**src/common/neo_params.svh**
```systemverilog
`ifndef NEO_PARAMS_SVH
`define NEO_PARAMS_SVH

// Zone bases, compared on address bits 23 to 16
`define WRAM_BASE 24'h100000
`define COIN_BASE 24'h380000
`define SYSLATCH_BASE 24'h3A0000

// Palette zone is 0x400000 to 0x7FFFFF, mirrored
`define PAL_BASE 24'h400000

// Memory depths in 16-bit words
`define WRAM_WORDS 1024
`define PAL_WORDS 4096

// Coin counter pulse, in clock cycles
`define COIN_PULSE_CYCLES 8

`endif

```
**src/common/neoPkg.sv**
```systemverilog
package neoPkg;

	// Decoded 68000 bus zone
	typedef enum logic [2:0] {
		zoneNone,
		zoneWram,
		zoneCoin,
		zoneLatch,
		zonePal
	} zoneT;

	// System latch, one flag per address-only write
	typedef struct packed {
		logic palBank;          // Bit 7
		logic [4:0] reserved;   // Bits 6 to 2, stored only
		logic vecSel;           // Bit 1
		logic shadow;           // Bit 0
	} sysFlagsT;

	typedef struct packed {
		logic [6:0] r;
		logic [6:0] g;
		logic [6:0] b;
	} rgbT;

	// Palette RAM word
	typedef struct packed {
		logic dark;
		logic rLow;
		logic gLow;
		logic bLow;
		logic [3:0] r;
		logic [3:0] g;
		logic [3:0] b;
	} palWordT;

endpackage

```
**src/palette/colorOut.sv**
```systemverilog
`timescale 1ns/1ps

module colorOut import neoPkg::*; (
	input logic CLK_24M,
	input logic rst,
	input palWordT pixData,
	input logic pixDataValid,
	input logic shadow,
	output rgbT rgb,
	output logic rgbValid
);

	rgbT rgbNext;

	// Nibble, shared low bit, then inverted dark as LSB
	function automatic logic [6:0] level(input logic [3:0] nib, input logic low,
			input logic dark, input logic shade);
		logic [6:0] full;
		full = {nib, low, ~dark};
		return shade ? (full >> 1) : full;   // Shadow halves
	endfunction

	always_comb begin
		rgbNext.r = level(pixData.r, pixData.rLow, pixData.dark, shadow);
		rgbNext.g = level(pixData.g, pixData.gLow, pixData.dark, shadow);
		rgbNext.b = level(pixData.b, pixData.bLow, pixData.dark, shadow);
	end

	always_ff @(posedge CLK_24M) begin
		rgb <= rgbNext;
	end

	always_ff @(posedge CLK_24M) begin
		if (rst)
			rgbValid <= 1'b0;
		else
			rgbValid <= pixDataValid;
	end

endmodule

```
**config.mk**
```make
export PLATFORM = sky130hd
export DESIGN_NAME = colorOut
export DESIGN_NICKNAME = d
export VERILOG_FILES = /design/src/common/neo_params.svh /design/src/common/neoPkg.sv /design/src/palette/colorOut.sv
export SDC_FILE = /design/constraint.sdc
export NUM_CORES = 1
export LEC_CHECK = 0
export BUFFER_PORTS_ARGS = -buffer_cell sky130_fd_sc_hd__buf_2
export CORE_UTILIZATION = 39
export CTS_CLUSTER_SIZE = 10
export DETAILED_ROUTE_END_ITERATION = 12
export PLACE_DENSITY_LB_ADDON = 0.3
export SYNTH_ARGS = -nofsm -noshare
export SYNTH_HDL_FRONTEND = slang
export SYNTH_SLANG_ARGS = --single-unit
```
**constraint.sdc**
```tcl
create_clock -name CLK_24M -period 0.8 [get_ports CLK_24M]
set_input_delay 0.04 -clock CLK_24M [delete_from_list [all_inputs] [get_ports CLK_24M]]
set_output_delay 0.04 -clock CLK_24M [all_outputs]
set_load 0.01 [all_outputs]
```
==> results.toml, run 1 <==
[global_routing]
grt_max_degree = 14
antenna_found_initial = 0
grt_pass1_wl_mm = 2.13
grt_pass1_vias = 468
grt_overflow_total = 0
grt_usage_pct = 16.4

[timing]
rsz0062_at_grt = "yes"
report.final.slew_viol_count = 0
tns_ns = 0
holdWs_ns = 0.0814
layout_worst_path_cycle_share_pct = 98.9
finalHoldViolCount = 0
layout_min_cycle_time_ns = 0.791
setup_ws_ns = 0.00880
setup_viol = 0
fmax_mhz = 1260

[synthesis]
yosys_warnings = 0
synth_area_um2 = 649
synth_seq_cells = 19
synth_cell_types = 12
synth.avg_cell_area_um2 = 13.5
syn_inst = 48
synth_seq_area_share_pct = 58.6

[worst_setup_path]
arrival_ns = 0.97
path_depth = 3
critPathSlowestCell = "dlygate4sd3_1"
path_max_fanout = 2
slowest_delay_ns = 0.54
path_buf_inv = 2
crit_required_ns = 0.98
cp_cell_sequence = "dlygate4sd3_1 > buf_2 > mux2_4"
worstSetupEndpointType = "register"
critPathKind = "in -> reg"
cp_top_family = "buffers and inverters"
crit_path_start_kind = "primary input"

[cells_and_area]
antenna_cells = 0
fin_cells = 123
drive_above_1_share_pct = 55.1
area_growth_pct = 71.3
fin_nets = 128
postLayoutCellArea_mm2 = 0.00111

[clock_tree]
cts_buffers = 3
cts_tree = "built"
clkTransAtPathRegs_ns = 0.11
clockBufferDepth = 2
clkSinkCount = 19
cts_root_buffer = "clkbuf_4"
post-cts-setup-buffers = 0
htree_levels = 1

[die]
fp.dieW_um = 42.8
ios = 42
coreArea_mm2 = 0.00152
die_y_um = 42.8
die_area_mm2 = 0.00183
rows = 14
initial_utilization_pct = 42.6

[pwr]
p_leak_nw = 0.559
power_density_mw_per_mm2 = 1700
ir_worst_vdd_mv = 1.02

[placement]
gp_congestion = 0.559
dp.cells = 101
dpl-instance-area_um2 = 868
pre_cts_ws_ns = 0.0291
io_buffer_count = 38
dp_hpwl_um = 808

[job]
maxCapViolCount = 0

[min_path]
holdPathEnd = "rgb[2]$_DFF_P_"
hp-start = "shadow"
hold_class = "in -> reg"
whs_path_depth = 2

[route]
drcViolationCount = 0
viasPerCell = 4.23
vias = 520
wl_mm = 1.33
drtPass1Iterations = 4
detail_route.wl_per_cell_um = 10.8
drt_iter0_drc = 4
drtAntennaViolNets = 0

[outcome]
status = "finished, final reports clean"
==> cell families after synthesis <==
group	count (synthesis)	synth area share, %
other	1	0.577
AOI/OAI and AO/OA	3	2.31
DFF	19	58.6
muxes	12	26.4
and+or+nand+nor	7	5.59
buffers and inverters	6	6.55
==> cell usage after synthesis <==
master / number / area, um^2
mux2i_1: 1 / 10.0
mux2_2: 1 / 11.3
inv_1: 1 / 3.75
mux2_4: 10 / 150
buf_6: 1 / 11.3
buf_2: 1 / 5.00
dfxtp_1: 19 / 380
conb_1: 1 / 3.75
o21ai_0: 3 / 15.0
nor2b_1: 4 / 25.0
buf_4: 3 / 22.5
nand2_1: 3 / 11.3
==> how the worst max path moves through the flow <==
stage | to | from
4_1_cts | rgb[7] | rgb[7]$_DFF_P_
6_report | rgb[18]$_DFF_P_ | pixData[10]
2_1_floorplan | rgb[10]$_DFF_P_ | shadow
3_3_place_gp | rgb[18]$_DFF_P_ | shadow
3_5_place_dp | rgb[18]$_DFF_P_ | shadow
5_1_grt | rgbValid | rgbValid$_SDFF_PP0_
==> layer usage <==
metal	global-route usage, %	up-vias	routed length [um]
met5	0	-	0
li1	-	271	-
met4	11.3	0	0
met3	3.83	0	60
met1	17.4	232	536
met2	28.2	17	732
==> stage by stage <==
stage                     utilization (%)  power (W)
after detailed placement             57.0    0.00135
final                                73.0    0.00190
after global routing                 73.0    0.00200
after CTS                            70.5    0.00188
after floorplan                         -    0.00122
after global placement               57.0    0.00135
==> final cells by class <==
class / instances / area [um^2]
tap: 16 / 20.0
sequential: 19 / 387
multi-input combinational: 25 / 234
fill: 117 / 412
inverter: 1 / 3.75
timing repair buffer: 58 / 442
clock buffer: 4 / 26.3
==> report_power, final <==
part | internal [W] | total (W) | leakage, nW | switching [W]
combinational | 0.000249 | 0.000389 | 0.383 | 0.000140
clock | 0.000193 | 0.000467 | 0.0150 | 0.000273
sequential | 0.00102 | 0.00104 | 0.160 | 0.0000195
==> state kept, by name, summed over array words and instances, names as in the netlist <==
signal    count
rgb          18
rgbValid      1
==> cell usage in the layout, fill, tap and decap left out, drive strengths merged <==
master	n
buf	40
conb	3
nand2	3
dfxtp	19
mux2i	1
mux2	11
nor2b	4
clkbuf	4
dlygate4sd3	18
o21ai	3
inv	1
==> timing repair <==
item                                    in CTS  in global routing
endpoints found under the setup margin       0                 13
hold buffers                                18                  0
endpoints found under the hold margin       19                  0
gates resized for setup                      0                 10
(Power assumes the default switching activity.)
==> run 2, diff against run 1 <==
- CORE_ASPECT_RATIO: default -> 0.75
- CORE_UTILIZATION: 39 -> 35
- clock period: 0.8 -> 0.95 ns (I/O delays scaled with it)
==> run 2 against run 1 <==
Cell area down 5.4%. Die area up 11%. Critical path depth down 2. Cell count up 3.3%. Setup slack better by 0.14 ns. Worst hold slack worse by 0.069 ns. Combinational power down 23%. Utilization down 13 points. Sequential share of layout area up 1.4 points. Sequential power down 16%. Highest routed layer is now met4.
==> results.toml, run 2 (synthesized netlist as in run 1, its figures left out) <==
[outcome]
status = "finished, final reports clean"

[route]
viasPerCell = 4.08
drcViolationCount = 0
vias = 518
drtPass1Iterations = 4
drt_iter0_drc = 4
drtAntennaViolNets = 0
detail_route.wl_per_cell_um = 10.4
wl_mm = 1.32

[timing]
layout_worst_path_cycle_share_pct = 83.8
tns_ns = 0
rsz0062_at_grt = "no"
setup_viol = 0
layout_min_cycle_time_ns = 0.796
report.final.slew_viol_count = 0
fmax_mhz = 1260
finalHoldViolCount = 0

[global_routing]
grt_pass1_wl_mm = 1.73
grt_max_degree = 18
met1_usage_pct = 12.7
grt.busiest_layer = "met2"
grt_use_met2_pct = 23.4
grt_overflow_total = 0
grt_use_met3_pct = 8.14
grt_usage_pct = 13.1
antenna_found_initial = 0
grt_pass1_vias = 413

[min_path]
whs_path_depth = 2
hold_class = "in -> reg"

[cells_and_area]
final_common_cell = "buf_2"
final_util_pct = 60.5
fin_nets = 126
antenna_cells = 0
area_growth_pct = 62.0
largest-register = "rgb"
largest_register_ffs = 18
drive_above_1_share_pct = 50.5
final_cell_mix = "buf_2 (38), dfxtp_1 (19), dlygate4sd3_1 (17), mux2_4 (10), nor2b_1 (4)"
top_regs = "rgb x18, rgbValid x1"

[clock_tree]
clockBufferDepth = 2
cts_tree = "built"
cts_buffers = 3
clkSinkCount = 19
clkTransAtPathRegs_ns = 0.09
htree_levels = 1
post-cts-setup-buffers = 0
cts_root_buffer = "clkbuf_4"

[worst_setup_path]
critPathKind = "reg -> out"
path_buf_inv = 1
cp_top_family = "flip-flops"
worstSetupEndpointType = "output port"
path_depth = 1
critPathSlowestCell = "dfxtp_1"
slowest_delay_ns = 0.34
cp_cell_sequence = "buf_2"
path_max_fanout = 1
crit_required_ns = 0.90
arrival_ns = 0.75
crit_path_start_kind = "register"

[die]
fp.dieW_um = 51.7
rows = 13
initial_utilization_pct = 37.3
die_area_mm2 = 0.00203
coreArea_mm2 = 0.00174
die_y_um = 39.3
ios = 42

[job]
maxCapViolCount = 0

[pwr]
power_density_mw_per_mm2 = 1470
p_leak_nw = 0.535
ir_worst_vdd_mv = 1.09

[placement]
io_buffer_count = 38
dp_hpwl_um = 944
gp_congestion = 0.596
==> run 2: changes by cell type in the layout (fill, tap and decap cells not counted) <==
cell	previous run	this run
buf_2	33	38
dlygate4sd3_1	18	17
dfxtp_1	14	19
buf_12	2	1
buf_6	5	0
dfxtp_2	5	0
==> run 2: cell type report <==
class / instances / area (um^2)
multi-input combinational: 25 / 234
sequential: 19 / 380
tap: 22 / 27.5
clock buffer: 4 / 26.3
timing repair buffer: 56 / 380
fill: 155 / 688
inverter: 1 / 3.75
==> run 2: layer usage <==
layer | part of all wire [%] | vias up
li1 | - | 265
met1 | 40 | 224
met2 | 50 | 27
met3 | 9.3 | 2
met4 | 0.61 | 0
met5 | 0 | -
==> run 2: where the power goes <==
group	total, W	internal (W)	switching (W)
Combinational	0.000300	0.000182	0.000118
Clock	0.000382	0.000163	0.000219
Sequential	0.000869	0.000856	0.0000135
Total	0.00155	0.00120	0.000350
==> run 2: final timing paths <==
kind / startpoint / end
worst min-delay path: pixData[6] / rgb[10]$_DFF_P_
worst max-delay path: rgb[10]$_DFF_P_ / rgb[10]
==> run 2: per-stage QoR <==
stage                     hold WS, ns  area (um^2)  worst slack [ns]  power (W)  std cells
after floorplan                 0.119          657             0.345    0.00103         50
after global placement          0.202          856             0.147    0.00113        106
after detailed placement        0.213          856             0.117    0.00114        106
after CTS                    0.000656         1020             0.134    0.00157        124
after global routing         0.000527         1050             0.101    0.00164        127
final                          0.0123         1050             0.154    0.00155        127
==> run 2: timing repair <==
item	in CTS	in global routing
endpoints found under the hold margin	15	3
hold buffers	14	3
gates resized for setup	0	0
