--- src/common/neo_params.svh ---
`ifndef NEO_PARAMS_SVH
`define NEO_PARAMS_SVH

// Zone bases, compared on address bits 23 to 16
`define WRAM_BASE 24'h100000
`define COIN_BASE 24'h380000
`define SYSLATCH_BASE 24'h3A0000

// Palette zone is 0x400000 to 0x7FFFFF, mirrored
`define PAL_BASE 24'h400000

// Memory depths in 16-bit words
`define WRAM_WORDS 1024
`define PAL_WORDS 4096

// Coin counter pulse, in clock cycles
`define COIN_PULSE_CYCLES 8

`endif

--- src/common/cpuBusIf.sv ---
`timescale 1ns/1ps

interface cpuBusIf;
	logic [23:1] addr;
	logic [15:0] wrData;
	logic rw;      // High for read
	logic as;      // Level address strobe
	logic lds;     // Lower byte lane
	logic uds;     // Upper byte lane

	modport decoder (
		input addr,
		input wrData,
		input rw,
		input as,
		input lds,
		input uds
	);

	// Memories and address-written registers
	modport target (
		input addr,
		input wrData,
		input lds,
		input uds
	);

endinterface

--- src/rtl/coinCtrl.sv ---
`timescale 1ns/1ps
`include "neo_params.svh"

module coinCtrl (
	input logic CLK_24M,
	input logic rst,
	cpuBusIf.target bus,
	input logic we,
	output logic counter1,
	output logic counter2,
	output logic lockout1,
	output logic lockout2
);

	localparam int cntW = $clog2(`COIN_PULSE_CYCLES + 1);
	localparam logic [cntW-1:0] pulseLen = cntW'(`COIN_PULSE_CYCLES);

	logic [cntW-1:0] cnt1;
	logic [cntW-1:0] cnt2;

	always_ff @(posedge CLK_24M) begin
		if (rst) begin
			cnt1 <= '0;
			cnt2 <= '0;
			lockout1 <= 1'b0;
			lockout2 <= 1'b0;
		end else begin
			if (cnt1 != '0)
				cnt1 <= cnt1 - 1'b1;
			if (cnt2 != '0)
				cnt2 <= cnt2 - 1'b1;
			// A later write wins over the countdown
			if (we) begin
				case (bus.addr[3:1])
					3'd0: cnt1 <= pulseLen;   // Retrigger restarts
					3'd1: cnt2 <= pulseLen;
					3'd2: lockout1 <= bus.addr[4];
					3'd3: lockout2 <= bus.addr[4];
					default: ;
				endcase
			end
		end
	end

	assign counter1 = |cnt1;
	assign counter2 = |cnt2;

	// Coin writes need a defined register index and level
	coinWriteKnown: assert property (@(posedge CLK_24M) disable iff (rst)
		we |-> !$isunknown(bus.addr[4:1]));

endmodule

--- src/flat_wrapper.sv ---
// flat-port wrapper written by rule: the top's interface ports become plain ports
module coinCtrl_flat 
  (CLK_24M, rst, we, counter1, counter2, lockout1, lockout2, bus_addr, bus_wrData, bus_lds, bus_uds);
  cpuBusIf bus_i ();
  input logic CLK_24M;
  input logic rst;
  input logic we;
  output logic counter1;
  output logic counter2;
  output logic lockout1;
  output logic lockout2;
  input wire logic [$bits(bus_i.addr)-1:0] bus_addr;
  input wire logic [$bits(bus_i.wrData)-1:0] bus_wrData;
  input wire logic [$bits(bus_i.lds)-1:0] bus_lds;
  input wire logic [$bits(bus_i.uds)-1:0] bus_uds;
  assign bus_i.addr = bus_addr;
  assign bus_i.wrData = bus_wrData;
  assign bus_i.lds = bus_lds;
  assign bus_i.uds = bus_uds;
  coinCtrl u_core (.CLK_24M(CLK_24M), .rst(rst), .bus(bus_i), .we(we), .counter1(counter1), .counter2(counter2), .lockout1(lockout1), .lockout2(lockout2));
endmodule
--- config.mk ---
export PLATFORM = sky130hd
export DESIGN_NAME = coinCtrl_flat
export DESIGN_NICKNAME = d
export VERILOG_FILES = /design/src/common/cpuBusIf.sv /design/src/rtl/coinCtrl.sv /design/src/flat_wrapper.sv
export VERILOG_INCLUDE_DIRS = /design/src /design/src/common
export SDC_FILE = /design/constraint.sdc
export NUM_CORES = 1
export LEC_CHECK = 0
export BUFFER_PORTS_ARGS = -buffer_cell sky130_fd_sc_hd__buf_2
export CAP_MARGIN = 20
export CORE_MARGIN = 2
export CORE_UTILIZATION = 37
export DETAILED_ROUTE_END_ITERATION = 7
export PLACE_DENSITY_LB_ADDON = 0.08
export SLEW_MARGIN = 30
export SYNTH_ARGS = -nofsm -noshare
export SYNTH_HDL_FRONTEND = slang
export SYNTH_SLANG_ARGS = --single-unit
--- constraint.sdc ---
create_clock -name CLK_24M -period 3.9 [get_ports CLK_24M]
set_clock_uncertainty 0.2 [all_clocks]
set_input_delay 0.585 -clock CLK_24M [delete_from_list [all_inputs] [get_ports CLK_24M]]
set_output_delay 0.585 -clock CLK_24M [all_outputs]
set_load 0.01 [all_outputs]
==> impl_metrics.ini, run 1 <==
[timing]
finalHoldViolations = 0
max_freq_mhz = 447.2
fin_crit_sh_pct = 57.33
rsz0062_at_grt = false
holdWs_ns = 0.2978
relSlewSlack_pct = 68.71
worst_pin_slew_ns = 0.4682
final_max_slew_viol_count = 0
setup_tns_ns = 0
setup_viol = 0
finalCriticalPeriod_ns = 2.236
setup_slack_ns = 1.664

[floorplanning]
coreArea_sq_um = 1285
die_width_um = 40.64
initial_utilization_pct = 38.66
dieArea_sq_um = 1652
die_h_um = 40.64
rows = 13
pin_count = 48

[routing]
route.detailed.drc = 0
ant_nets = 0
drt_wl_total_um = 815
vias = 377
viasPerCell = 4.772
avgRoutedWirePerCell_um = 10.32
drtIter0Drc = 4
drtPass1Iterations = 2

[global_route]
grt_pass1_wl_um = 1283
antenna_found_initial = 0
grt_pass1_vias = 303
grtUsageTotal_pct = 12.41
grt_overflow = 0
grt_max_degree = 9

[clock_tree]
ctsHoldBuffers = 0
clockBufferDepth = 2
cts_buffers = 3
cts_root_buf = clkbuf_4
clkLatencyLatePin_ns = 0.26
clkSlewWorstSetupHoldPaths_ns = 0.06
postCtsSetupBuffers = 0
htreeDepth = 1
cts_sinks = 10
cts-resized-gates = 0
cts_tree = yes

[synthesis]
synth_top_area_share_pct = 40.30
netlist_area_sq_um = 496.7
yosysMostFrequentCell = dfxtp_1
synth_edf_count = 0
synthCells = 54
dominantRegCellSynth = dfxtp_1
netlist_top_cells_count = dfxtp_1, nor2_1, inv_1
synthTopCellsByArea = dfxtp_1, mux2i_1, nor2_1, ha_1, inv_1
syn_area_per_cell_sq_um = 9.199
yosysSeqAreaShare_pct = 40.30
synth_nets = 100
synth_cell_types = 20
synth-async-reset-ratio_pct = 0
synth_warnings = 0
yosysTopAreaCell = dfxtp_1
ys_ff_latch = 10

[power]
p_per_area_nw_per_um2 = 721.2
comb_power_share_pct = 45.9
power_leakage_uw = 0.0002429
p_int_uw = 265.7
p_sw_share_pct = 36.00
pwr-share-clk_pct = 16.1
ir_worst_vdd_v = 0.0002255
p_seq_share_pct = 38.0
power_switching_uw = 149.4

[flow_run]
max-cap-violations = 0

[final_layout]
multi_input_area_sq_um = 265.3
utilization_pct = 44.79
antenna_cells = 0
fill_cells = 119
finalNonFillerCells = 79
seq_area_sq_um = 200.2
nNetsFinal = 112
syn_to_final_growth_pct = 15.87
final_layout_size_suffix_gt1_share_pct = 25.00

[worst_setup_path]
crit_path_cell_trace = inv_1 -> ha_1 -> or3b_1 -> buf_2
end_kind = primary output
cp_slowest_cell = or3b_1
critPathLaunchType = flop
critPathBufInv = 2
critPathMaxFanout = 4
cp_top_family = simple AND/OR/NAND/NOR gates
worstSetupPathType = reg -> out
critical_path_arrival_ns = 1.45
cp_slowest_stage_delay_ns = 0.43
required_ns = 3.12

[placed_design]
gp_congestion = 0.5797
place_ws_ns = 1.941
place_hpwl_um = 627.9
port_buffers = 10
place_inst = 76

[run_status]
outcome = completed

[hold_path]
hold_class = reg -> reg
==> stage by stage <==
| step | instance area, sq um | power (uW) |
|---|---|---|
| 3_5_place_dp | 553.0 | 352.7 |
| 4_1_cts | 575.6 | 424.4 |
| 3_3_place_gp | 553.0 | 351.4 |
| 2_1_floorplan | 496.7 | 318.6 |
| 6_report | 575.6 | 415.1 |
| 5_1_grt | 575.6 | 454.9 |
==> flip-flops by register name, summed over array words and instances (netlist names) <==
name / flops
u_core.cnt1: 4
u_core.cnt2: 4
u_core.lockout1: 1
u_core.lockout2: 1
==> layer usage <==
layer	vias up	global-route usage [%]	share of wire [%]
met2	10	15.08	39
met1	157	17.79	56
met4	0	10.00	0
met3	0	3.261	5.5
li1	210	-	-
met5	-	0	0
==> path summary, 6_finish.rpt <==
| check | start | endpoint | slack, ns | cells past startpoint |
|---|---|---|---|---|
| max reg2reg | u_core.cnt1[0]$_SDFF_PP0_ | u_core.cnt1[1]$_SDFF_PP0_ | 2.23 | 4 |
| min reg2reg | u_core.cnt2[2]$_SDFF_PP0_ | u_core.cnt2[2]$_SDFF_PP0_ | 0.30 | 2 |
| min | u_core.cnt2[2]$_SDFF_PP0_ | u_core.cnt2[2]$_SDFF_PP0_ | 0.30 | 2 |
| max | u_core.cnt2[0]$_SDFF_PP0_ | counter2 | 1.66 | 4 |
==> cells in the final DEF (no fill, tap or decap), types with 2 or more instances in the layout <==
master / count
nand3b_1: 2
xnor2_1: 2
nor3_1: 3
buf_2: 10
dfxtp_1: 10
inv_1: 5
or3b_1: 2
clkbuf_4: 3
mux2i_1: 4
a211oi_1: 2
ha_1: 2
a21oi_1: 3
nand2b_1: 2
nor2_1: 8
==> power by group through the flow <==
stage,sequential (uW),clock (uW),combinational (uW)
floorplan,155,0,163
global placement,161,0,190
detailed placement,160,0,193
CTS,158,72.7,194
global route,162,76.9,216
finish,158,66.8,190
==> logic make-up (layout without fill, tap and decap cells) <==
group / Yosys count / count (layout) / synth area share (%)
compound gates: 7 / 7 / 10.83
xor+xnor: 2 / 2 / 3.527
fa+ha+maj: 2 / 2 / 5.037
buf+inv: 8 / 18 / 6.297
flops: 10 / 10 / 40.30
mux: 4 / 4 / 8.061
simple gates: 21 / 21 / 25.94
==> worst reg2reg max path, cell delays in order, from the launching register on <==
cell and delay (ns):
dfxtp_1 0.32, inv_1 0.06, ha_1 0.19, or3b_1 0.44, a2111oi_2 0.36
==> final cells by class <==
cell class	instances	share of cell area, %
multi-input combinational	36	46.09
inverter	5	3.261
timing repair buffer	10	8.696
clock buffer	3	3.913
sequential	10	34.78
tap	15	3.261
(Power assumes the default switching activity.)
==> run 2, diff against run 1 <==
--- a/config.mk
+++ b/config.mk
@@ -6,10 +6,11 @@
 export SDC_FILE = /design/constraint.sdc
 export NUM_CORES = 1
 export LEC_CHECK = 0
+export ABC_AREA = 1
 export BUFFER_PORTS_ARGS = -buffer_cell sky130_fd_sc_hd__buf_2
 export CAP_MARGIN = 20
 export CORE_MARGIN = 2
-export CORE_UTILIZATION = 37
+export CORE_UTILIZATION = 35
 export DETAILED_ROUTE_END_ITERATION = 7
 export PLACE_DENSITY_LB_ADDON = 0.08
 export SLEW_MARGIN = 30
==> constraint.sdc (replaced) <==
create_clock -name CLK_24M -period 2.2 [get_ports CLK_24M]
set_clock_uncertainty 0.2 [all_clocks]
set_input_delay 0.33 -clock CLK_24M [delete_from_list [all_inputs] [get_ports CLK_24M]]
set_output_delay 0.33 -clock CLK_24M [all_outputs]
set_load 0.01 [all_outputs]
==> impl_metrics.ini, run 2 <==
[worst_setup_path]
worstRegToRegCells = 5
cp_slowest_cell = dfxtp_1
cp_slowest_stage_delay_ns = 0.32
cp_top_family = flip-flops
crit_start = u_core.cnt2[0]$_SDFF_PP0_
path_depth = 4
critPathMaxFanout = 5
critPathBufInv = 2
required_ns = 1.67
critPathLaunchType = flop
worstSetupPathType = reg -> out
critical_path_arrival_ns = 1.26
r2r_start = u_core.cnt2[0]$_SDFF_PP0_
crit_path_cell_trace = inv_1 -> ha_1 -> nand3_2 -> buf_2
end_kind = primary output

[synthesis]
synthCells = 74
synth_nets = 120
netlist_top_cells_count = nand2_1, inv_1, dfxtp_1, nor2_1, nand3_1
syn_area_per_cell_sq_um = 7.034
ys_ff_latch = 10
dominantRegCellSynth = dfxtp_1
synth_cell_types = 15
synth_edf_count = 0
yosysTopAreaCell = dfxtp_1
yosysMostFrequentCell = nand2_1
netlist_area_sq_um = 520.5
synthTopCellsByArea = dfxtp_1, nand2_1, inv_1, nor2_1, nand3_1
synth_top_area_share_pct = 38.46
yosysSeqAreaShare_pct = 38.46
synth_warnings = 0
synth-async-reset-ratio_pct = 0

[power]
ir_worst_vdd_v = 0.0005539
p_sw_share_pct = 41.08
comb_power_share_pct = 50.4
pwr-share-clk_pct = 14.7
p_int_uw = 482.1
p_seq_share_pct = 34.9
power_uw = 818.3
power_leakage_uw = 0.0003186
p_per_area_nw_per_um2 = 1337
power_switching_uw = 336.2

[flow_run]
max-cap-violations = 0

[final_layout]
layout_common_cells = nand2_1, inv_1, nor2_1, buf_2, dfxtp_1
antenna_cells = 0
syn_to_final_growth_pct = 17.55
fill_cells = 145
nNetsFinal = 135
final_layout_size_suffix_gt1_share_pct = 21.84
reg_top3 = u_core.cnt1 (4), u_core.cnt2 (4)
finalNonFillerCells = 102
mostFrequentLayoutCell = nand2_1
stdcell_area_sq_um = 611.8

[clock_tree]
cts_buffers = 3
postCtsSetupBuffers = 0
clkLatencyLatePin_ns = 0.26
ctsHoldBuffers = 0
cts_tree = yes
htreeDepth = 1
cts_sinks = 10
clkSlewWorstSetupHoldPaths_ns = 0.06
cts_root_buf = clkbuf_4
clockBufferDepth = 2
cts-resized-gates = 0

[global_route]
met2_usage_pct = 17.23
busiest_layer = met2
grt_max_degree = 7
grt_overflow = 0
met3_usage_pct = 7.759
grt_use_met1_pct = 15.30
grt_pass1_wl_um = 1635
grt_pass1_vias = 437
antenna_found_initial = 0
grtUsageTotal_pct = 12.52

[placed_design]
port_buffers = 10
gp_congestion = 0.7296
place_inst = 99
place_area_sq_um = 589.3
place_hpwl_um = 722
place_ws_ns = 0.7021

[floorplanning]
die_width_um = 42.57
initial_utilization_pct = 38.55
coreArea_sq_um = 1350
dieArea_sq_um = 1812
die_h_um = 42.57
rows = 13
pin_count = 48

[hold_path]
min_path_cells = 3
min_from = bus_addr[3]
hold_class = in -> reg

[routing]
route.detailed.drc = 0
drtPass1Iterations = 4
ant_nets = 0
viasPerCell = 4.657
drtIter0Drc = 3
vias = 475
avgRoutedWirePerCell_um = 8.980
drt_wl_total_um = 916

[timing]
rsz0062_at_grt = false
max_freq_mhz = 557.6
relSlewSlack_pct = 86.86
fin_crit_sh_pct = 81.52
worst_pin_slew_ns = 0.1971
setup_viol = 0
finalHoldViolations = 0
setup_tns_ns = 0
final_max_slew_viol_count = 0
setup_slack_ns = 0.4066
finalCriticalPeriod_ns = 1.793

[run_status]
outcome = completed
## run 2: cell count changes after synthesis, sizes merged, moves of 4 or more
cell	delta
inv	+9
mux2i	-4
nand3	+7
nand2	+16
nand4	+4
## run 2: worst reg2reg max path: cells and delay by family (launching register included)
family	cells	cell delay, ns
flip-flops	1	0.32
AND/OR/NAND/NOR	3	0.34
adder cells (fa/ha/maj)	1	0.27
buffers and inverters	1	0.11
## run 2: cell families (layout without fill, tap and decap cells)
logic type	after synthesis	count (layout)	share of synthesized area, %
flops	10	10	38.46
buf+inv	14	27	10.10
fa+ha+maj	2	2	4.807
xor+xnor	1	1	1.683
simple gates	42	42	40.14
compound gates	5	5	4.807
## run 2: final timing paths
| check | slack (ns) | end |
|---|---|---|
| max | 0.41 | counter2 |
| min | 0.13 | u_core.lockout2$_SDFFE_PP0P_ |
| max reg2reg | 0.86 | u_core.cnt2[1]$_SDFF_PP0_ |
| min reg2reg | 0.27 | u_core.cnt1[2]$_SDFF_PP0_ |
## run 2: power by group through the flow
stage	registers (uW)	logic (uW)	clock network (uW)
6_report	285	412	121
5_1_grt	295	477	138
4_1_cts	286	417	129
3_5_place_dp	289	415	0
3_3_place_gp	289	410	0
2_1_floorplan	281	332	0
## run 2: stage by stage
step	hold slack, ns	utilization (%)
after global placement	0.2649	43.65
after detailed placement	0.2717	43.65
after global routing	0.1322	45.32
after floorplan	0.2513	-
final	0.1276	45.32
after CTS	0.1202	45.32
## run 2: layout make-up
| class | count | area, sq um | share of cell area (%) |
|---|---|---|---|
| Inverter | 14 | 52.55 | 8.589 |
| Multi-Input combinational cell | 50 | 267.8 | 43.76 |
| Sequential cell | 10 | 200.2 | 32.72 |
| Clock buffer | 3 | 22.52 | 3.681 |
| Tap cell | 15 | 18.77 | 3.067 |
| Timing Repair Buffer | 10 | 50.05 | 8.180 |
## run 2: routing by layer
layer	up-vias	routed length (um)
li1	264	-
met1	199	457
met2	10	383
met3	2	59
met4	0	15
met5	-	0
