==> src/common/neo_params.svh <==
`ifndef NEO_PARAMS_SVH
`define NEO_PARAMS_SVH

// Zone bases, compared on address bits 23 to 16
`define WRAM_BASE 24'h100000
`define COIN_BASE 24'h380000
`define SYSLATCH_BASE 24'h3A0000

// Palette zone is 0x400000 to 0x7FFFFF, mirrored
`define PAL_BASE 24'h400000

// Memory depths in 16-bit words
`define WRAM_WORDS 1024
`define PAL_WORDS 4096

// Coin counter pulse, in clock cycles
`define COIN_PULSE_CYCLES 8

`endif

==> src/common/neoPkg.sv <==
package neoPkg;

	// Decoded 68000 bus zone
	typedef enum logic [2:0] {
		zoneNone,
		zoneWram,
		zoneCoin,
		zoneLatch,
		zonePal
	} zoneT;

	// System latch, one flag per address-only write
	typedef struct packed {
		logic palBank;          // Bit 7
		logic [4:0] reserved;   // Bits 6 to 2, stored only
		logic vecSel;           // Bit 1
		logic shadow;           // Bit 0
	} sysFlagsT;

	typedef struct packed {
		logic [6:0] r;
		logic [6:0] g;
		logic [6:0] b;
	} rgbT;

	// Palette RAM word
	typedef struct packed {
		logic dark;
		logic rLow;
		logic gLow;
		logic bLow;
		logic [3:0] r;
		logic [3:0] g;
		logic [3:0] b;
	} palWordT;

endpackage

==> src/common/cpuBusIf.sv <==
`timescale 1ns/1ps

interface cpuBusIf;
	logic [23:1] addr;
	logic [15:0] wrData;
	logic rw;      // High for read
	logic as;      // Level address strobe
	logic lds;     // Lower byte lane
	logic uds;     // Upper byte lane

	modport decoder (
		input addr,
		input wrData,
		input rw,
		input as,
		input lds,
		input uds
	);

	// Memories and address-written registers
	modport target (
		input addr,
		input wrData,
		input lds,
		input uds
	);

endinterface

==> src/rtl/sysLatch.sv <==
`timescale 1ns/1ps

module sysLatch import neoPkg::*; (
	input logic CLK_24M,
	input logic rst,
	cpuBusIf.target bus,
	input logic we,
	output sysFlagsT flags
);

	logic [2:0] sel;
	logic value;

	// Flag number from A3..A1, new level from A4
	assign sel = bus.addr[3:1];
	assign value = bus.addr[4];

	always_ff @(posedge CLK_24M) begin
		if (rst)
			flags <= '0;
		else if (we)
			flags[sel] <= value;   // Data bus not used
	end

endmodule

==> src/flat_wrapper.sv <==
// flat-port wrapper written by rule: the top's interface ports become plain ports
module sysLatch_flat import neoPkg::*;
  (CLK_24M, rst, we, flags, bus_addr, bus_wrData, bus_lds, bus_uds);
  cpuBusIf bus_i ();
  input logic CLK_24M;
  input logic rst;
  input logic we;
  output sysFlagsT flags;
  input wire logic [$bits(bus_i.addr)-1:0] bus_addr;
  input wire logic [$bits(bus_i.wrData)-1:0] bus_wrData;
  input wire logic [$bits(bus_i.lds)-1:0] bus_lds;
  input wire logic [$bits(bus_i.uds)-1:0] bus_uds;
  assign bus_i.addr = bus_addr;
  assign bus_i.wrData = bus_wrData;
  assign bus_i.lds = bus_lds;
  assign bus_i.uds = bus_uds;
  sysLatch u_core (.CLK_24M(CLK_24M), .rst(rst), .bus(bus_i), .we(we), .flags(flags));
endmodule
==> config.mk <==
export PLATFORM = sky130hd
export DESIGN_NAME = sysLatch_flat
export DESIGN_NICKNAME = d
export VERILOG_FILES = /design/src/common/neo_params.svh /design/src/common/neoPkg.sv /design/src/common/cpuBusIf.sv /design/src/rtl/sysLatch.sv /design/src/flat_wrapper.sv
export SDC_FILE = /design/constraint.sdc
export NUM_CORES = 1
export LEC_CHECK = 0
export BUFFER_PORTS_ARGS = -buffer_cell sky130_fd_sc_hd__buf_2
export CORE_UTILIZATION = 29
export CTS_CLUSTER_DIAMETER = 40
export DETAILED_ROUTE_END_ITERATION = 7
export PLACE_DENSITY = 0.84
export SLEW_MARGIN = 15
export SYNTH_ARGS = -nofsm -noshare
export SYNTH_HDL_FRONTEND = slang
export SYNTH_SLANG_ARGS = --single-unit
==> constraint.sdc <==
create_clock -name CLK_24M -period 0.85 [get_ports CLK_24M]
set_input_delay 0.17 -clock CLK_24M [delete_from_list [all_inputs] [get_ports CLK_24M]]
set_output_delay 0.17 -clock CLK_24M [all_outputs]
set_load 0.02 [all_outputs]
==> results of run 1 <==
## power groups by stage
stage                     sequential [mW]  clock, mW  combinational, mW
after floorplan                     0.406          0             0.0374
after global placement              0.395          0             0.0917
after detailed placement            0.395          0             0.0941
after CTS                           0.391      0.286              0.107
after global routing                0.392      0.294              0.122
final                               0.391      0.274              0.113
## logic make-up after synthesis
family        synth area share [%]
buf+inv                      1.293
simple gates                 36.57
flops                        41.42
mux                          20.71
## Yosys cell counts
library cell	instances
nand2b_1	9
nand4_1	1
nand4b_1	3
buf_2	1
and4bb_1	3
dfxtp_1	8
mux2i_1	8
nor4b_2	1
## layer usage
metal | up-vias | GRT usage [%] | share of wire, %
met1 | 154 | 14.89 | 46
met5 | - | 0 | 0
met3 | 4 | 3.488 | 4.4
met2 | 14 | 22.50 | 48
met4 | 0 | 5.172 | 1.4
li1 | 174 | - | -
## final cells by class
cell class                      instances  area [um2]
Tap cell                               14       17.52
Sequential cell                         8       170.2
Timing Repair Buffer                   21       172.7
Clock buffer                            3       22.52
Multi-Input combinational cell         25       221.5
Fill cell                             106       566.8
## worst min path at each step
stage                                 end  depth (start not counted)  slack [ns]
after floorplan           u_core.flags[0]                          2        0.35
after global placement    u_core.flags[0]                          2        0.46
after detailed placement  u_core.flags[4]                          2        0.46
after CTS                 u_core.flags[7]                          3        0.28
after global routing      u_core.flags[7]                          3        0.30
final                     u_core.flags[7]                          3        0.28
## repair_timing
| action | 4_1_cts | 5_1_grt |
|---|---|---|
| gates resized for setup | 24 | 0 |
| setup endpoints to repair | 8 | 8 |
| setup buffers | 2 | 4 |
## stage by stage
step / hold WS (ns) / util, % / instance area [um2]
6_report: 0.2842 / 51.60 / 604.3
5_1_grt: 0.3018 / 51.60 / 604.3
4_1_cts: 0.2772 / 49.04 / 574.3
3_5_place_dp: 0.4636 / 40.71 / 476.7
3_3_place_gp: 0.4577 / 40.71 / 476.7
2_1_floorplan: 0.3500 / - / 386.6
==> results.md, run 1 <==
Run status:
- The flow ran to the end, but the final reports show violations.
- The final reports fail on setup timing.

Worst setup path:
- The number of cells on the worst reg-to-reg path is 4.
- The data arrival time of the worst path is 0.69 ns.
- Following the worst setup path forward leads to its endpoint at flags[7].
- Along the worst path, the maximum fanout reaches 2.
- The worst register-to-register path ends at u_core.flags[2].
- The worst setup path startpoint is u_core.flags[7].
- The origin of the critical flop-to-flop path is u_core.flags[2].
- The largest single stage delay on the critical path is 0.33 ns.
- The kind of cell adding the most delay to the critical path is flip-flops.
- The depth of the critical timing path with buffers and inverters included is 1.
- Together, buffers and inverters on the worst path number 1.
- STA classifies the critical path startpoint as a flip-flop.
- Walking the worst path, the cells encountered are buf_6.
- The setup path with the least slack is of type flip-flop to output port.
- The required arrival time at the worst endpoint is 0.68 ns.
- The standard cell with the maximum stage delay on the critical path is dfxtp_2.
- The worst setup path is captured at an output port.
- The setup slack on the worst flop-to-flop path is 0.06 ns.

Timing:
- The timing-limited maximum frequency is 1163 MHz.
- The final critical-path required period is 0.8597 ns.
- Headroom to the max-slew limit came out at 79.11%.
- Setup violations remaining at the end of the flow were counted as 7.
- At the pin with the least slew margin, the transition time is 0.3133 ns.
- Setup repair after global routing could not meet its margin everywhere.
- The final number of max-transition violations is 0.
- Between clock sinks in the finished design, the worst skew comes to 0 ns.
- The count of endpoints failing hold in the final timing report came to 0.
- The final-layout setup total negative slack is -0.03653 ns.
- The share of the clock period used by the worst path after layout is 101.1%.
- Across all setup checks in the final design, the least slack found is -0.009668 ns.

Synthesis:
- The sequential cell area fraction in the yosys report is 41.42%.
- The synthesized area divided by synthesized cell count is 11.37 um2.
- The post-synthesis instance area is 386.6 um2.
- The number of nets in the synthesized netlist is 78.
- The number of distinct library cell variants in the gate-level netlist after synthesis is 8.
- By area the synthesized netlist is led by dfxtp_1 (41%), mux2i_1 (21%), nand2b_1 (15%), and4bb_1 (9.7%), nand4b_1 (6.8%).
- The synthesized design spends more area on one cell type than any other, namely dfxtp_1.
- After technology mapping, the gate count stands at 34.
- Synthesis inferred 8 register bits.
- The top-area cell type share of the netlist area is 41.42%.
- For this run, the number of Yosys warnings is 0.

Die:
- In this run the vertical extent of the chip is 38.51 um.
- The floorplan step defined a die boundary enclosing 1483 um2.
- 52 I/O pins were placed.
- The core area is 1171 um2.
- The number of standard-cell rows in the floorplan is 12.
- The floorplan step set the die width to 38.51 um.
- The initial utilization of the core area, before any placement, comes to 33.01%.

Cells and area:
- After the last flow step, the layout net total stands at 103.
- The register with the most flip-flops is u_core.flags.
- In the final layout, the registers with the most flip-flops are u_core.flags (8).
- The finished layout holds 71 standard cells, fillers aside.
- The synthesis-to-layout area growth is 56.31%.
- The register with the most flip-flops in the layout has 8 of them.
- The count of antenna diodes in the layout is 0.
- In the layout the commonest cells are nand2b_1 (9), mux2i_1 (8), buf_6 (8), dfxtp_2 (8), buf_4 (7).
- The post-route netlist has 57.89% of its cells at a drive strength greater than 1.
- The library cell used most frequently in the layout, excluding fill and tap cells, is nand2b_1.

Clocking:
- The number of hold buffers added after CTS was 0.
- The clock network latency to the later pin of the worst-skew pair is 0.24 ns.
- The CTS tree is done.
- The root buffer cell chosen for the clock tree is clkbuf_4.
- The CTS clock-pin slew for the worst setup and hold paths is 0.05 ns.
- The number of levels the H-tree was split into is 1.
- The number of buffers created by CTS is 3.
- The maximum clock insertion buffer count is 2.
- The TritonCTS sink count is 8.

Global routing:
- Entering global routing, the biggest net connects 9 pins.
- The number of global-route vias before repair is 302.
- Global routing consumed, over all layers together, 13.01% of the routing resources.
- The total overflow reported by the global router is 0.
- The first global-routing pass estimated 1290 um of wire.
- The initial antenna violation count was 0.

Power:
- Per report_power, the clock group accounts for 35.2% of the total.
- The worst-case IR drop observed on VDD is 688.0 uV.
- Of the total power, combinational logic draws 14.5%.
- The power density relative to cell area is 1289 nW/um2.
- In this run the static leakage power is 0.2792 nW.
- The internal power component is 0.6060 mW.
- The power share of the sequential group is 50.2%.
- The total design power is 0.7787 mW.
- In this run switching power makes up 22.18% of total power.
- Summed over all nets, the switching power comes to 0.1727 mW.

Run:
- The max-capacitance violation count is 0.

Placement:
- During placement, the flow inserted port buffers numbering 14.
- The congestion estimate from routability-driven global placement came to 0.6722.
- The wire-length estimate of the detail-placed layout is 535.7 um.
- The cell count after placement is 62.
- The post-placement setup slack is -0.05541 ns.

Drt:
- The detailed router placed 346 vias in this run.
- The remaining number of nets flagged by the antenna check after routing is 0.
- For this run, design rule violations remaining after detail routing come to 0.
- The final routed wire length divided by cell count is 11.41 um.
- Summed over all layers, the routed wires come to 810 um.
- The vias per cell is 4.873.
- For this block, the initial DRC count from the detailed router was 7.
- The number of detailed-routing iterations run before antenna repair is 2.

Hold path:
- The tightest min-delay check is of the input port to flip-flop type.
- The startpoint identified for the worst hold timing path is we.
Power figures use the tool's default switching activity.
==> run 2, diff against run 1 <==
ABC_AREA = 1   (was unset)
CORE_UTILIZATION = 28   (was 29)
MAX_ROUTING_LAYER = met4   (was unset)
==> results.md, run 2 <==
Die:
- The core area was 1156 um2 (-1.3%).
- The die boundary width is 38.12 um (-1.0%).
- The starting density of the core is 31.60% (-1.4 points).
- The full die area was 1453 um2 (-2.0%).
- The die span in y was 38.12 um (-1.0%).
- The number of standard-cell rows in the floorplan is 12 (unchanged).
- The total I/O pin count is 52 (unchanged).

Global routing:
- The total overflow reported by the global router is 0 (unchanged).
- The global-route wire length before repair is 1400 um (+8.5%).
- The all-layer global routing usage is 15.16% (+2.2 points).
- The initial antenna violation count is 0 (unchanged).
- The number of global-route vias before repair is 369 (+22%).
- The maximum number of pins on one net before global-route repair is 9 (unchanged).

Cells and area:
- The library cells used most frequently in the layout, excluding fill and tap cells, are nand2_1 (11), nor2_1 (10), buf_6 (8), dfxtp_2 (8).
- The share of cells above drive strength 1 is 43.84% (-14 points).
- The largest registers in the layout are u_core.flags (8).
- The flip-flop count of the largest register after layout is 8 (unchanged).
- The share of the core filled with cells in the final layout was 47.62% (-4.0 points).
- The number of nets in the finished design is 119 (+16%).
- Leaving out fill and tap cells, the most frequent cell in the layout is nand2_1.
- The number of filler cells placed in the layout is 137 (+29%).
- The design area is 550.5 um2 (-8.9%).
- More flip-flops sit in one register than any other, and that register is u_core.flags.
- The count of antenna diodes in the layout came to 0 (unchanged).
- The synthesis-to-layout area growth is 50.69%.

Synthesis:
- The share of flip-flops with an asynchronous set or reset is 0% (unchanged).
- The commonest cells after synthesis are nand2_1 (11), nor2_1 (10), dfxtp_1 (8).
- The synthesized area divided by synthesized cell count is 6.766 um2 (-41%).
- The sequential cell area fraction in the yosys report came to 43.84% (+2.4 points).
- The cell with the most instances after synthesis is nand2_1.
- The number of flip-flops and latches in the synthesized netlist is 8 (unchanged).
- Sorting the synthesized cells by area gives the leading types as dfxtp_1 (44%), nand2_1 (11%), nor2_1 (10%), a21oi_1 (9.6%), nand3_1 (9.6%).
- The number of synthesis warnings is 0 (unchanged).
- The number of nets in the synthesized netlist came to 98 (+26%).
- Of all cell types, the one taking the most synthesized area is dfxtp_1.
- The dominant combinational cell family by area after synthesis is simple AND/OR/NAND/NOR gates.
- The primary flip-flop cell chosen by synthesis mapping is dfxtp_1.
- The complex-gate fraction of the synthesized area was 9.589% (+9.6 points).
- The arithmetic-cell share of the synthesized area counting full adders, half adders and majority gates is 0% (unchanged).
- The multiplexer share of the synthesized area is 0% (-21 points).
- The top-area cell type share of the netlist area is 43.84% (+2.4 points).
- The synthesized-area fraction occupied by and/or/nand/nor cells came to 39.38% (+2.8 points).
- The number of distinct library cell variants in the gate-level netlist after synthesis is 9 (+1).
- The post-synthesis instance area is 365.4 um2 (-5.5%).
- The count of flip-flops with a built-in enable after synthesis was 0 (unchanged).
- The instance count of the mapped netlist was 54 (+59%).
- The parity-gate share of the synthesized area counting xor and xnor cells was 0% (unchanged).

Power:
- The power density relative to cell area came to 1506 nW/um2 (+17%).
- The total design power was 0.8291 mW (+6.5%).
- The reported leakage power came to 0.2738 nW (-1.9%).
- The worst-case vdd ir drop is 765.8 uV (+11%).

Worst setup path:
- The data arrival time of the worst path was 0.70 ns (about the same).
- The maximum fanout along the worst path is 2 (unchanged).
- The depth of the critical timing path with buffers and inverters included is 1 (unchanged).
- The kind of cell adding the most delay to the critical path is flip-flops.
- STA classifies the critical path endpoint as an output port.
- The category of the critical setup timing path is flip-flop to output port.
- On the critical path, the stage with the largest delay is an instance of dfxtp_2.
- The depth of the worst register-to-register path was 3 (-1).
- Traced cell by cell, the critical path runs through buf_6.
- The largest stage delay on the critical path came to 0.33 ns (about the same).
- The category of the worst setup path launch point is a flip-flop.
- The count of buffer and inverter cells on the critical path came to 1 (unchanged).
- The required arrival time at the worst endpoint was 0.68 ns (about the same).

Run status:
- The flow ran to the end, but the final reports show violations.
- The final reports fail on setup timing.

Hold path:
- The count of cells along the worst hold path is 4 (+1).
- The class of the worst hold path is input port to flip-flop.

Drt:
- The routed length on met1 came to 379 um (+2.2%).
- The routed wire length on met2 came to 448 um (+15%).
- The number of detailed-routing iterations run before antenna repair came to 4 (+2).
- The total number of vias is 402 (+16%).
- The vias per cell is 4.621 (-5.2%).
- The final routed wire length divided by cell count was 10.09 um (-12%).
- The highest metal layer with signal wires is met4.
- The total wirelength of the detailed-routed design is 878 um (+8.4%).
- The amount of wire on met3 after detailed routing is 40 um (+11%).
- The count of unresolved DRC violations after routing is 0 (unchanged).
- The remaining number of nets flagged by the antenna check after routing is 0 (unchanged).
- The violation count after the first detailed-routing iteration is 3 (-4).

Clocking:
- The TritonCTS sink count came to 8 (unchanged).
- The count of hold buffers inserted by post-cts repair is 0 (unchanged).
- The clock network latency to the later pin of the worst-skew pair is 0.25 ns (about the same).
- The CTS clock-pin slew for the worst setup and hold paths is 0.05 ns (about the same).
- The number of levels the H-tree was split into is 1 (unchanged).
- The root cell of the clock tree is clkbuf_4.
- The number of buffers created by CTS came to 3 (unchanged).
- The CTS tree is done.
- The maximum clock insertion buffer count was 2 (unchanged).

Timing:
- The final worst setup slack is -0.01557 ns (-0.005899 ns).
- The final number of max-transition violations is 0 (unchanged).
- The setup skew after layout is 0 ns (unchanged).
- The final critical-path required period is 0.8656 ns (+0.005899 ns).
- The tightest slew margin relative to the limit is 81.89% (+2.8 points).
- The count of endpoints failing hold in the final timing report is 0 (unchanged).
- The timing-limited maximum frequency is 1155 MHz (-0.68%).
- The share of the clock period used by the worst path after layout is 101.8% (+0.69 points).
- The final setup violation count was 8 (+1).
- The transition time at the pin with the least slew margin is 0.2707 ns (-0.04265 ns).
- Setup repair after global routing could not meet its margin everywhere.

Placement:
- The count of buffers inserted at the top-level ports was 14 (unchanged).
- The global placement routability congestion came to 0.7789 (+16%).
- The post-placement setup slack is -0.006474 ns (+0.04894 ns).
- The total half-perimeter wirelength after legalization and detailed placement was 576.8 um (+7.7%).
- The placed cell area is 452.9 um2 (-5.0%).

Run:
- The max-capacitance violation count was 0 (unchanged).
run 2: repair_timing:
| item | in CTS | in global routing |
|---|---|---|
| buffers inserted | 1 | 1 |
| endpoints found under the setup margin | 8 | 8 |
| resized for setup | 24 | 0 |
run 2: through the flow:
step / hold slack (ns) / std cells / setup TNS, ns
2_1_floorplan: 0.3936 / 54 / 0
3_3_place_gp: 0.4593 / 82 / 0
3_5_place_dp: 0.4729 / 82 / -0.006474
4_1_cts: 0.2577 / 86 / -0.1886
5_1_grt: 0.2841 / 87 / -0.3292
6_report: 0.2685 / 87 / -0.08418
run 2: routing by layer:
metal	vias up	GRT usage (%)
met1	181	14.39
li1	208	-
met4	0	5.357
met5	-	-
met2	11	25.42
met3	2	8.721
run 2: power breakdown:
part | total (mW) | internal, mW | switching, mW
clock network | 0.284 | 0.161 | 0.123
registers | 0.400 | 0.391 | 0.00888
logic | 0.145 | 0.0613 | 0.0836
total | 0.829 | 0.614 | 0.215
run 2: final cells by class:
cell class | count | area, um2 | area share [%]
Clock buffer | 3 | 22.52 | 4.091
Inverter | 7 | 26.28 | 4.773
Multi-Input combinational cell | 39 | 178.9 | 32.50
Sequential cell | 8 | 170.2 | 30.91
Tap cell | 14 | 17.52 | 3.182
Timing Repair Buffer | 16 | 135.1 | 24.55
run 2: worst paths after layout:
path	startpoint	to	slack, ns
hold reg to reg	u_core.flags[3]	u_core.flags[3]	0.49
setup reg to reg	u_core.flags[1]	u_core.flags[1]	0.09
hold / removal	rst	u_core.flags[3]	0.27
setup / recovery	u_core.flags[7]	flags[7]	-0.02
run 2: logic make-up (layout without fill, tap and decap cells):
| group | count (synthesis) | in the layout |
|---|---|---|
| simple gates | 32 | 32 |
| compound gates | 7 | 7 |
| buf+inv | 7 | 26 |
| flops | 8 | 8 |
